File: config.mk
export PLATFORM = sky130hd
export DESIGN_NAME = hs_top
export DESIGN_NICKNAME = d
export VERILOG_FILES = /design/src/hs_pkg.sv /design/src/hs_ring_if.sv /design/src/hs_host_if.sv /design/src/hs_outband_ring.sv /design/src/hs_port.sv /design/src/hs_top.sv
export VERILOG_INCLUDE_DIRS = /design/src
export SDC_FILE = /design/constraint.sdc
export NUM_CORES = 1
export LEC_CHECK = 0
export ABC_AREA = 1
export BUFFER_PORTS_ARGS = -buffer_cell sky130_fd_sc_hd__buf_4
export CORE_MARGIN = 1
export CORE_UTILIZATION = 60
export DETAILED_ROUTE_END_ITERATION = 7
export GPL_TIMING_DRIVEN = 0
export PLACE_DENSITY_LB_ADDON = 0.1
export SYNTH_ARGS = -nofsm -noshare
export SYNTH_HDL_FRONTEND = slang
export SYNTH_HIERARCHICAL = 1
export SYNTH_SLANG_ARGS = --single-unit
File: constraint.sdc
create_clock -name sys_clk -period 4.08 [get_ports sys_clk]
set_input_delay 0.408 -clock sys_clk [delete_from_list [all_inputs] [get_ports sys_clk]]
set_output_delay 0.408 -clock sys_clk [all_outputs]
set_load 0.1 [all_outputs]
File: src/hs_defines.svh
// Shared macros for the four-port host controller
// Port count, ring geometry, bus widths and host register map
`ifndef HS_DEFINES_SVH
`define HS_DEFINES_SVH

// Channel and ring geometry
`define HS_NUM_PORTS 4
`define HS_RING_DEPTH 16
`define HS_RING_AW 4

// Word widths
`define HS_TAG_W 8
`define HS_DATA_W 32
`define HS_ADDR_W 10

// Host register map, word addresses
`define HS_REG_CTRL 10'h000
`define HS_REG_CONS 10'h001
`define HS_REG_PROD 10'h002
// Ring window, 16 words, read only
`define HS_REG_RING 10'h010
// Port command/status, one word per port
`define HS_REG_PORT 10'h020

`endif

File: src/hs_pkg.sv
// Ring entry kinds and error codes
// Packed union with the done and error views of one ring word
`include "hs_defines.svh"

package hs_pkg;

   typedef enum logic {
      HS_KIND_DONE  = 1'b0,                      // Command finished on a live link
      HS_KIND_ERROR = 1'b1                       // Command ended with an error
   } hs_kind_e;

   localparam logic [7:0] HS_ERR_LINK_DOWN = 8'h01;

   typedef struct packed {
      hs_kind_e              kind;               // Bit 31
      logic [1:0]            port;               // Posting channel
      logic [4:0]            rsvd;
      logic [`HS_TAG_W-1:0]  tag;                // Bits 23:16
      logic [15:0]           count;              // Completions so far
   } hs_done_s;

   typedef struct packed {
      hs_kind_e              kind;
      logic [1:0]            port;
      logic [4:0]            rsvd;
      logic [`HS_TAG_W-1:0]  tag;
      logic [7:0]            code;               // Bits 15:8
      logic [7:0]            zero;
   } hs_error_s;

   // Same 32 bits, decoded by kind
   typedef union packed {
      hs_done_s  done;
      hs_error_s err;
   } hs_ring_entry_u;

endpackage

File: src/hs_ring_if.sv
// Posting link from one port channel to the outband ring
// Four-phase req/ack with the entry held stable under req
`timescale 1ns/1ps

interface hs_ring_if;
   import hs_pkg::*;

   logic           req;                          // Port wants a ring slot
   logic           ack;                          // Ring wrote the entry
   hs_ring_entry_u entry;                        // Port id lives inside

   modport poster (
      output req,
      output entry,
      input  ack
   );

   modport ring (
      input  req,
      input  entry,
      output ack
   );

endinterface

File: src/hs_host_if.sv
// Host register slave on the DCR-style bus
// Ring control, consumer index, interrupt, port command strobes, read mux
`timescale 1ns/1ps
`include "hs_defines.svh"

module hs_host_if (
   input  logic                   sys_clk,
   input  logic                   reset,
   input  logic                   dcr_read,
   input  logic                   dcr_write,
   input  logic [`HS_ADDR_W-1:0]  dcr_abus,
   input  logic [`HS_DATA_W-1:0]  dcr_wdata,
   output logic [`HS_DATA_W-1:0]  dcr_rdata,
   output logic                   dcr_ack,
   output logic                   interrupt,
   output logic                   ring_enable,
   output logic [`HS_RING_AW-1:0] cons_index,
   input  logic [`HS_RING_AW-1:0] prod_index,
   output logic [`HS_RING_AW-1:0] rd_addr,
   input  logic [`HS_DATA_W-1:0]  rd_data,
   output logic [`HS_NUM_PORTS-1:0] cmd_load,
   output logic [`HS_TAG_W-1:0]   cmd_tag,
   input  logic [`HS_DATA_W-1:0]  port_status [`HS_NUM_PORTS]
);

   localparam int NP = `HS_NUM_PORTS;
   localparam int PW = $clog2(NP);
   localparam int AW = `HS_RING_AW;

   logic                  wr_en;
   logic                  rd_en;
   logic [`HS_ADDR_W-1:0] ring_off;
   logic [`HS_ADDR_W-1:0] port_off;
   logic                  ring_hit;
   logic                  port_hit;
   logic [`HS_DATA_W-1:0] rd_mux;

   // Accesses act on the edge that raises ack
   assign wr_en = dcr_write & ~dcr_ack;
   assign rd_en = dcr_read & ~dcr_ack;

   // Window decode by offset from each base
   assign ring_off = dcr_abus - `HS_REG_RING;
   assign port_off = dcr_abus - `HS_REG_PORT;
   assign ring_hit = ring_off < `HS_ADDR_W'(`HS_RING_DEPTH);
   assign port_hit = port_off < `HS_ADDR_W'(NP);
   assign rd_addr  = ring_off[AW-1:0];

   assign cmd_tag   = dcr_wdata[`HS_TAG_W-1:0];
   assign interrupt = (prod_index != cons_index); // Unconsumed entries

   // One-cycle strobe to the addressed port
   always_comb
   begin
      for (int i = 0; i < NP; i++)
         cmd_load[i] = wr_en & port_hit & (port_off[PW-1:0] == PW'(i));
   end

   always_comb
   begin
      rd_mux = '0;
      if (ring_hit)
         rd_mux = rd_data;
      else if (port_hit)
         rd_mux = port_status[port_off[PW-1:0]];
      else
      begin
         case (dcr_abus)
            `HS_REG_CTRL: rd_mux[0]      = ring_enable;
            `HS_REG_CONS: rd_mux[AW-1:0] = cons_index;
            `HS_REG_PROD: rd_mux[AW-1:0] = prod_index;
            default:      rd_mux         = '0;  // Unmapped reads as zero
         endcase
      end
   end

   always_ff @(posedge sys_clk)
   begin
      if (reset)
      begin
         dcr_ack     <= 1'b0;
         ring_enable <= 1'b0;
         cons_index  <= '0;
      end
      else
      begin
         dcr_ack <= dcr_read | dcr_write;        // Follows the request
         if (wr_en && dcr_abus == `HS_REG_CTRL)
            ring_enable <= dcr_wdata[0];
         if (wr_en && dcr_abus == `HS_REG_CONS)
            cons_index <= dcr_wdata[AW-1:0];     // Host frees entries
      end
   end

   // Read data captured with ack, held while ack stays up
   always_ff @(posedge sys_clk)
   begin
      if (rd_en)
         dcr_rdata <= rd_mux;
   end

endmodule

File: src/hs_outband_ring.sv
// Outband completion ring
// Round-robin arbiter over the port posters, entry memory, producer index
`timescale 1ns/1ps
`include "hs_defines.svh"

module hs_outband_ring (
   input  logic                   sys_clk,
   input  logic                   reset,
   input  logic                   ring_enable,
   input  logic [`HS_RING_AW-1:0] cons_index,
   input  logic [`HS_RING_AW-1:0] rd_addr,
   output logic [`HS_DATA_W-1:0]  rd_data,
   output logic [`HS_RING_AW-1:0] prod_index,
   hs_ring_if.ring                post [`HS_NUM_PORTS]
);
   import hs_pkg::*;

   localparam int NP = `HS_NUM_PORTS;
   localparam int PW = $clog2(NP);

   hs_ring_entry_u         mem [`HS_RING_DEPTH];
   hs_ring_entry_u         entry_vec [NP];
   logic [NP-1:0]          req_vec;
   logic [NP-1:0]          ack_q;
   logic [PW-1:0]          last_q;               // Last port granted
   logic [PW-1:0]          grant_idx;
   logic [PW-1:0]          cand;
   logic                   found;
   logic                   full;
   logic                   grant_ok;
   logic [`HS_RING_AW-1:0] prod_next;

   // Flatten the interface array
   for (genvar i = 0; i < NP; i++)
   begin : g_port
      assign req_vec[i]   = post[i].req;
      assign entry_vec[i] = post[i].entry;
      assign post[i].ack  = ack_q[i];
   end

   assign prod_next = prod_index + 1'b1;         // Wraps at depth
   assign full      = (prod_next == cons_index); // One slot kept empty

   // Search starts just after the last grant
   always_comb
   begin
      found     = 1'b0;
      grant_idx = last_q;
      cand      = last_q;
      for (int k = 1; k <= NP; k++)
      begin
         cand = last_q + PW'(k);
         if (!found && req_vec[cand])
         begin
            found     = 1'b1;
            grant_idx = cand;
         end
      end
   end

   // One handshake at a time, none while disabled or full
   assign grant_ok = found & ring_enable & ~full & (ack_q == '0);

   always_ff @(posedge sys_clk)
   begin
      if (reset)
      begin
         ack_q      <= '0;
         prod_index <= '0;
         last_q     <= PW'(NP - 1);              // Port 0 wins first
      end
      else
      begin
         for (int i = 0; i < NP; i++)
         begin
            if (ack_q[i] && !req_vec[i])
               ack_q[i] <= 1'b0;                 // Phase 4
         end
         if (grant_ok)
         begin
            ack_q[grant_idx] <= 1'b1;            // Same edge as the write
            prod_index       <= prod_next;
            last_q           <= grant_idx;
         end
      end
   end

   always_ff @(posedge sys_clk)
   begin
      if (grant_ok)
         mem[prod_index] <= entry_vec[grant_idx];
   end

   assign rd_data = mem[rd_addr];                // Host window read

endmodule

File: src/hs_port.sv
// Per-port command channel
// Holds the tag through the PHY phase, counts completions, posts ring entries
`timescale 1ns/1ps
`include "hs_defines.svh"

module hs_port #(
   parameter int port_id = 0
) (
   input  logic                  sys_clk,
   input  logic                  reset,
   input  logic                  cmd_load,
   input  logic [`HS_TAG_W-1:0]  cmd_tag,
   input  logic                  linkup,
   input  logic                  phy_done,
   output logic                  start_comm,
   output logic [`HS_DATA_W-1:0] port_status,
   hs_ring_if.poster             post
);
   import hs_pkg::*;

   localparam int CNT_W = 16;

   logic                 busy;                   // Command in flight
   logic                 ack_d;                  // Ack one cycle ago
   logic                 phy_fin;
   logic [`HS_TAG_W-1:0] tag_q;
   logic [CNT_W-1:0]     count;
   logic [CNT_W-1:0]     count_inc;
   hs_ring_entry_u       entry_d;

   assign phy_fin   = start_comm & phy_done;     // Start_comm implies busy
   assign count_inc = count + 1'b1;

   // Status word: busy on top, count at the bottom
   assign port_status = {busy, {(`HS_DATA_W-CNT_W-1){1'b0}}, count};

   // Entry built from the link state at the finishing edge
   always_comb
   begin
      entry_d = '0;
      if (linkup)
      begin
         entry_d.done.kind  = HS_KIND_DONE;
         entry_d.done.port  = 2'(port_id);
         entry_d.done.tag   = tag_q;
         entry_d.done.count = count_inc;         // Count after this command
      end
      else
      begin
         entry_d.err.kind = HS_KIND_ERROR;
         entry_d.err.port = 2'(port_id);
         entry_d.err.tag  = tag_q;
         entry_d.err.code = HS_ERR_LINK_DOWN;
      end
   end

   always_ff @(posedge sys_clk)
   begin
      if (reset)
      begin
         busy       <= 1'b0;
         start_comm <= 1'b0;
         post.req   <= 1'b0;
         ack_d      <= 1'b0;
         count      <= '0;
      end
      else
      begin
         ack_d <= post.ack;
         if (cmd_load && !busy)                  // Busy port ignores commands
         begin
            busy       <= 1'b1;
            start_comm <= 1'b1;
         end
         if (phy_fin)
         begin
            start_comm <= 1'b0;
            post.req   <= 1'b1;
         end
         if (post.req && post.ack)
            post.req <= 1'b0;                    // Phase 3
         if (ack_d && !post.ack)
         begin
            busy <= 1'b0;                        // Handshake closed
            if (post.entry.done.kind == HS_KIND_DONE)
               count <= count_inc;               // Link down keeps the count
         end
      end
   end

   always_ff @(posedge sys_clk)
   begin
      if (cmd_load && !busy)
         tag_q <= cmd_tag;
      if (phy_fin)
         post.entry <= entry_d;                  // Held until next command
   end

endmodule

File: src/hs_top.sv
// Host controller top level
// Four port channels, outband ring and host register slave
`timescale 1ns/1ps
`include "hs_defines.svh"

module hs_top (
   input  logic                     sys_clk,
   input  logic                     reset,
   input  logic                     dcr_read,
   input  logic                     dcr_write,
   input  logic [`HS_ADDR_W-1:0]    dcr_abus,
   input  logic [`HS_DATA_W-1:0]    dcr_wdata,
   output logic [`HS_DATA_W-1:0]    dcr_rdata,
   output logic                     dcr_ack,
   output logic                     interrupt,
   input  logic [`HS_NUM_PORTS-1:0] linkup,
   input  logic [`HS_NUM_PORTS-1:0] phy_done,
   output logic [`HS_NUM_PORTS-1:0] start_comm
);

   logic                     ring_enable;
   logic [`HS_RING_AW-1:0]   cons_index;
   logic [`HS_RING_AW-1:0]   prod_index;
   logic [`HS_RING_AW-1:0]   rd_addr;
   logic [`HS_DATA_W-1:0]    rd_data;
   logic [`HS_NUM_PORTS-1:0] cmd_load;
   logic [`HS_TAG_W-1:0]     cmd_tag;
   logic [`HS_DATA_W-1:0]    port_status [`HS_NUM_PORTS];

   hs_ring_if ring_bus [`HS_NUM_PORTS] ();       // One poster link per port

   for (genvar i = 0; i < `HS_NUM_PORTS; i++)
   begin : g_chan
      hs_port #(
         .port_id (i)
      ) u_port (
         .sys_clk     (sys_clk),
         .reset       (reset),
         .cmd_load    (cmd_load[i]),
         .cmd_tag     (cmd_tag),                 // Shared, strobe selects
         .linkup      (linkup[i]),
         .phy_done    (phy_done[i]),
         .start_comm  (start_comm[i]),
         .port_status (port_status[i]),
         .post        (ring_bus[i])
      );
   end

   hs_outband_ring u_ring (
      .sys_clk     (sys_clk),
      .reset       (reset),
      .ring_enable (ring_enable),
      .cons_index  (cons_index),
      .rd_addr     (rd_addr),
      .rd_data     (rd_data),
      .prod_index  (prod_index),
      .post        (ring_bus)
   );

   hs_host_if u_host (
      .sys_clk     (sys_clk),
      .reset       (reset),
      .dcr_read    (dcr_read),
      .dcr_write   (dcr_write),
      .dcr_abus    (dcr_abus),
      .dcr_wdata   (dcr_wdata),
      .dcr_rdata   (dcr_rdata),
      .dcr_ack     (dcr_ack),
      .interrupt   (interrupt),
      .ring_enable (ring_enable),
      .cons_index  (cons_index),
      .prod_index  (prod_index),
      .rd_addr     (rd_addr),
      .rd_data     (rd_data),
      .cmd_load    (cmd_load),
      .cmd_tag     (cmd_tag),
      .port_status (port_status)
   );

endmodule

**Word-level counts from Yosys, hierarchy flattened**

Memory sizes are Yosys's and may differ from the RTL's.
Index checks and enable logic that the tools add are counted.

- Memories: 1
- RAM bits: 512
- Memory bits (read-only): 0
- Flip-flop bits (word level): 268
- Bits in latches: 0
- Output and inout port bits: 38
- Input port bits: 54
- Word-level logic and storage cells: 190

Memories:

| memory | depth | bits a word | read ports | clocked after memory_dff | wr ports | RTL line | source |
|---|---|---|---|---|---|---|---|
| u_ring.mem | 16 | 32 | 1 | 0 | 1 | hs_outband_ring.sv:21 | `` hs_ring_entry_u mem [`HS_RING_DEPTH]; `` |

- Eq/ne operators: 7
- Multipliers: 0
- Multiplexer cells: 43
- Shifts and indexed selects: 0
- Reduce and logical (&&, ||, !) cells: 56
- $add $sub $neg: 10
- Order comparisons: 10
- Divide/modulo/power cells: 0
- Bitwise logic cells: 24

Operators by type and width:

| kind | count |
|---|---|
| 32-bit 2-to-1 mux | 6 |
| 32-bit binary-select mux with 2-bit select | 2 |
| 16-bit by 1-bit adder with 16-bit output, second input constant | 4 |
| 2-bit OR reduction | 12 |
| 1-bit logical AND | 22 |
| 1-bit 2-to-1 mux | 19 |
| 1-bit logical NOT | 15 |
| 2-bit by 3-bit less-than comparator with 1-bit output, second input constant | 5 |
| 1-bit bitwise AND | 14 |
| 3-bit 2-to-1 mux | 4 |
| 10-bit by 1-bit equality test with 1-bit output, second input constant | 1 |
| 10-bit by 2-bit equality test with 1-bit output, second input constant | 1 |
| 10-bit logical NOT | 1 |
| 10-bit by 3-bit less-than comparator with 1-bit output, second input constant | 1 |
| 10-bit by 5-bit less-than comparator with 1-bit output, second input constant | 1 |
| 10-bit by 5-bit subtractor with 10-bit output, second input constant | 1 |
| 10-bit by 6-bit subtractor with 10-bit output, second input constant | 1 |
| 1-bit binary-select mux with 2-bit select | 4 |
| 2-bit 2-to-1 mux | 4 |
| 2-bit AND reduction | 4 |
| 3-bit greater-or-equal comparator, second input constant | 2 |
| 1-bit NOT | 6 |
| 2-bit NOT with 3-bit output | 2 |
| 3-bit one-hot mux with 2 select lines | 1 |
| other kinds (15) | 17 |

**Longest topological paths before layout**

- Word-level depth: 19
- Mapped depth: 18
- Depth with buffers taken out: 14

**Cells and area by module**

The synthesis kept the hierarchy.

Modules (own cells, without submodules):

| module | cells an instance | sequential area each (µm²) | times used | area each (µm²) |
|---|---|---|---|---|
| hs_outband_ring | 1,817 | 15,574.9 | 1 | 22,379.0 |
| hs_port (g_chan[1].u_port ...) | 250 | 1,391.3 | 3 | 2,426.1 |
| hs_host_if | 406 | 1,081.0 | 1 | 2,922.8 |
| hs_port (g_chan[0].u_port) | 249 | 1,391.3 | 1 | 2,422.3 |

**Worst setup path after synthesis**

OpenSTA, ideal clock, no wires.

- Kind: register to register
- From: register u_ring.prod_index[0]
- To: memory u_ring/mem[0][0] (netlist bit) (enable)
- Library setup time: 0.421 ns
- Clock period less this slack: 3.545 ns
- Path slack: 0.535 ns
- Data required time: 3.659 ns
- Arrival time: 3.124 ns
- Stages on the path, launching flop included: 12
- Path through: dfxtp_1 > inv_1 > ha_1 > xnor2_1 > nand2_1 > nor2_1 > nand2_1 > nand2_1 > nor2_2 > buf_2 > nand2_1 > nor2_1

- Cells in the longest elaborated chain, start to end: 7

Ends and longest elaborated chain:

| item | RTL line | source |
|---|---|---|
| start: declaration | hs_outband_ring.sv:13 | `` output logic [`HS_RING_AW-1:0] prod_index, `` |
| start signal: assignment | hs_outband_ring.sv:82 | `prod_index <= prod_next;` |
| 4-bit by 1-bit adder with 4-bit output | hs_outband_ring.sv:41 | `assign prod_next = prod_index + 1'b1;` |
| via u_ring.prod_next[0] | hs_outband_ring.sv:31 | `` logic [`HS_RING_AW-1:0] prod_next; `` |
| 4-bit equality test | hs_outband_ring.sv:42 | `assign full = (prod_next == cons_index);` |
| 1-bit NOT | hs_outband_ring.sv:62 | `assign grant_ok = found & ring_enable & ~full & (ack_q == '0);` |
| 1-bit bitwise AND (2 in series) | hs_outband_ring.sv:62 |  |
| 1-bit 2-to-1 mux | hs_outband_ring.sv:90 | `if (grant_ok)` |
| 1-bit 2-to-1 mux (implied by the code) | hs_outband_ring.sv:91 | `mem[prod_index] <= entry_vec[grant_idx];` |
| end: declaration | hs_outband_ring.sv:21 |  |

The timed path passes the listed nets, and every way through them passes these cells.

**Final worst setup path**

- From: register u_ring.prod_index[0]
- To: memory u_ring/mem[3][25] (netlist bit) (enable)

Same word-level chain as after synthesis.

==> results.md <==
Global route
- 0 — gr ovfl total
- 3 — antenna violations before repair
- 32 — maximum number of pins on one net before global-route repair
- 35.1% — All-Layer GR Usage
- 23975 — via count of the first global-routing pass
- 151 mm — global-route wire length before repair

Clocking
- 0.06 ns — CTS clk-pin slew, worst paths
- done — clock tree from TritonCTS
- sky130_fd_sc_hd__clkbuf_16 — CTS root buffer
- 0 — number of post-CTS setup repair buffers
- 79 — CTS Buf Count
- 3 — maximum buffer depth of the clock tree
- 0.63 ns — Clk Latency, worst-skew pair
- 772 — Clock Sink Count
- 3 — Clock H-tree levels
- 0 — CTS-repair resized insts

Worst setup path
- 18 — highest fanout seen on the critical path
- flop — launching element type of the critical path
- 4.39 ns — required arrival time at the worst endpoint
- 3.87 ns — Critical Path AT
- flop — CP endpoint kind
- reg -> reg — start-to-end type of the worst setup path
- 12 — Reg2Reg Depth

Logic synthesis
- 3222 — cell count after synthesis
- 63.5% — share of synthesized area occupied by flip-flops and latches
- 35000 µm² — Cell Area, Synth
- 772 — flip-flop and latch count after synthesis
- sky130_fd_sc_hd__edfxtp_1 — dominant cell type by area after synthesis
- sky130_fd_sc_hd__edfxtp_1 — most used flip-flop cell after synthesis
- 10.9 µm² — average cell area after synthesis
- 676 — number of synthesized flops with an enable pin
- sky130_fd_sc_hd__edfxtp_1 (58%), sky130_fd_sc_hd__nand2_1 (7.5%), sky130_fd_sc_hd__dfxtp_1 (5.5%) — leading post-synthesis cells by cell area
- 0% — post-synthesis async set-or-reset flop share
- 58.0% — share of the synthesized area in the top cell type
- 45 — Yosys cell types
- 6 — Synth warnings

STA
- 1.35 ns — pin slew with the least headroom to its limit
- 0 — Slew Viols, Final
- 0 — setup-violating endpoint count in the final report
- 87.2% — final period utilization
- 0.103 ns — worst hold slack across all endpoints
- 0 — Final Hold Vio Count
- 0.281 GHz — fmax
- 9.73% — Worst slew margin
- 0.0376 ns — post-route clock skew
- false — unrepaired setup endpoints after global routing
- 3.56 ns — crit path time final

Floorplan
- 88 — placement row count
- 244 µm — horizontal die dimension
- 60.7% — starting density of the core
- 92 — num ports
- 59300 µm² — overall die area
- 244 µm — overall die height
- 57700 µm² — placeable core area

Placement
- 4146 — number of cells in the design after placement
- 0.938 — last weighted congestion value of the routability-driven placer
- 72.8 mm — HPWL reported at the end of detailed placement
- 61 — count of buffers from port buffering

Power and ir drop
- 22.5% — fraction of power spent switching nets
- 12.8 mW — internal cell power
- 5.7% — part of the power in combinational logic
- 42.6% — fraction of power consumed by the clock network
- 0.319 mV — worst ir drop on vdd
- 15.4 nW — total leakage power
- 51.7% — power share of the sequential group
- 414 nW/µm² — power density over the cells
- 3.71 mW — net switching power of the design
- 16.5 mW — total power draw

Finish
- 13.6% — area delta synth->final
- 4296 — number of standard cells in the final layout excluding fillers
- 14.2% — proportion of layout cells with a drive suffix above 1
- 0 — # diodes
- 68.9% — end-of-flow core utilization
- 3530 — Post-layout nets
- 4361 — Filler cells

Hold path
- in -> reg — path class of the lowest-slack min-delay path
- 2 — number of cells on the worst hold path

Route
- 38.5 mm — wire length on met1
- 3082 — Starting DRT DRC Count
- 105 mm — total detailed-routing wirelength
- 0 — number of routed nets with antenna violations
- 25275 — total vias in the final route
- 0 — count of unresolved DRC violations after routing
- 7 — total iterations of the first detailed-routing run
- 5.88 — vias per cell
- 24.4 µm — average wire per standard cell
- 10.5 mm — total met3 wirelength after detailed routing
- 50.0 mm — met2 wire len
- met5 — highest routed layer

Outcome
- completed — outcome

Flow run
- 0 — max-cap violations

[cell type report]
type | instances | area [µm²] | area share, %
repair buffers | 82 | 883 | 2.22
clock buffers | 102 | 2110 | 5.30
clock inverters | 44 | 384 | 0.966
plain buffers | 258 | 1570 | 3.95
flip-flops and latches | 772 | 22200 | 55.9
well taps | 765 | 957 | 2.41
multi-input cells | 1958 | 10500 | 26.3
inverters | 315 | 1190 | 2.99
[what timing repair did]
item                       CTS  global route
setup endpoints to repair    0             0
hold buffers                 4             0
hold endpoints to repair    16             0
[through the flow]
step	cell area [µm²]	setup TNS, ns	setup slack, ns
after detailed placement	37200	0	0.595
after floorplan	35300	0	0.535
after global placement	36700	-626.66	-1.33
after CTS	39800	0	0.558
final	39800	0	0.523
after global routing	39800	0	0.358
[synthesized netlist by cell type, types with 42 or more instances]
library cell               count
sky130_fd_sc_hd__a21oi_1     245
sky130_fd_sc_hd__buf_2        42
sky130_fd_sc_hd__buf_4       108
sky130_fd_sc_hd__clkbuf_1     80
sky130_fd_sc_hd__dfxtp_1      96
sky130_fd_sc_hd__edfxtp_1    676
sky130_fd_sc_hd__inv_1       300
sky130_fd_sc_hd__mux2i_1     128
sky130_fd_sc_hd__nand2_1     698
sky130_fd_sc_hd__nand3_1     133
sky130_fd_sc_hd__nor2_1      122
sky130_fd_sc_hd__o211ai_1    128
sky130_fd_sc_hd__o21ai_0     182
[flip-flops by register name (all words and copies together) (netlist names)]
register	count
g_chan.u_port/ack_d	4
g_chan.u_port/busy	4
g_chan.u_port/count	64
g_chan.u_port/post.entry	100
g_chan.u_port/post.req	4
g_chan.u_port/start_comm	4
g_chan.u_port/tag_q	32
u_host/cons_index	4
u_host/dcr_ack	1
u_host/dcr_rdata	32
u_host/ring_enable	1
u_ring/ack_q	4
u_ring/last_q	2
u_ring/mem	512
u_ring/prod_index	4
[logic make-up after synthesis]
group / synth area share, %
muxes: 3.66
AOI/OAI and AO/OA: 9.93
buffers and inverters: 7.88
DFF: 63.5
and+or+nand+nor: 13.8
adders and majority gates: 0.357
xor gates and xnor gates: 0.851
other: 0.0751
[cell usage in the layout (no fill, tap or decap), drive strengths merged, types with 6 or more instances in the layout]
master	n
nand2	733
edfxtp	676
inv	316
buf	256
a21oi	249
o21ai	212
clkbuf	182
nor2	161
nand3	144
mux2i	128
o211ai	128
dfxtp	96
conb	88
clkinv	35
xor2	29
nand4	22
ha	10
and2	8
nor3	8
o21bai	8
a22oi	6
nand3b	6
[power by group through the flow]
stage	sequential [mW]	combinational, mW	clock [mW]
finish	8.52	0.943	7.02
global route	8.51	0.983	7.36
CTS	8.52	0.901	7.06
detailed placement	8.68	0.893	0
global placement	8.68	0.876	0
floorplan	8.78	0.477	0
[final timing paths]
kind | start | end | slack, ns
worst max-delay path | u_ring/prod_index[0] | u_ring/mem[3][25] | 0.52
worst min register to register | g_chan[1].u_port/tag_q[3] | g_chan[1].u_port/post.entry[19] | 0.42
worst min-delay path | linkup[2] | g_chan[2].u_port/post.entry[8] | 0.10
worst max register to register | u_ring/prod_index[0] | u_ring/mem[3][25] | 0.52
[layer usage]
layer / global-route usage (%) / vias to the layer above
met3: 6.72 / 296
met2: 58.1 / 1426
met1: 44.4 / 12142
met5: 0 / -
met4: 17.5 / 6
li1: - / 11405
[worst max-delay path: stages, from the launching register on]
cell,delay (ns)
sky130_fd_sc_hd__dfxtp_1,0.55
sky130_fd_sc_hd__inv_1,0.12
sky130_fd_sc_hd__ha_1,0.36
sky130_fd_sc_hd__xnor2_1,0.14
sky130_fd_sc_hd__nand2_1,0.07
sky130_fd_sc_hd__nor2_1,0.05
sky130_fd_sc_hd__nand2_1,0.07
sky130_fd_sc_hd__nand2_1,0.06
sky130_fd_sc_hd__nor2_2,0.30
sky130_fd_sc_hd__buf_2,0.27
sky130_fd_sc_hd__nand2_1,0.27
sky130_fd_sc_hd__nor2_4,0.69
sky130_fd_sc_hd__buf_16,0.26
Note: power is estimated with default switching activity, not from simulation.
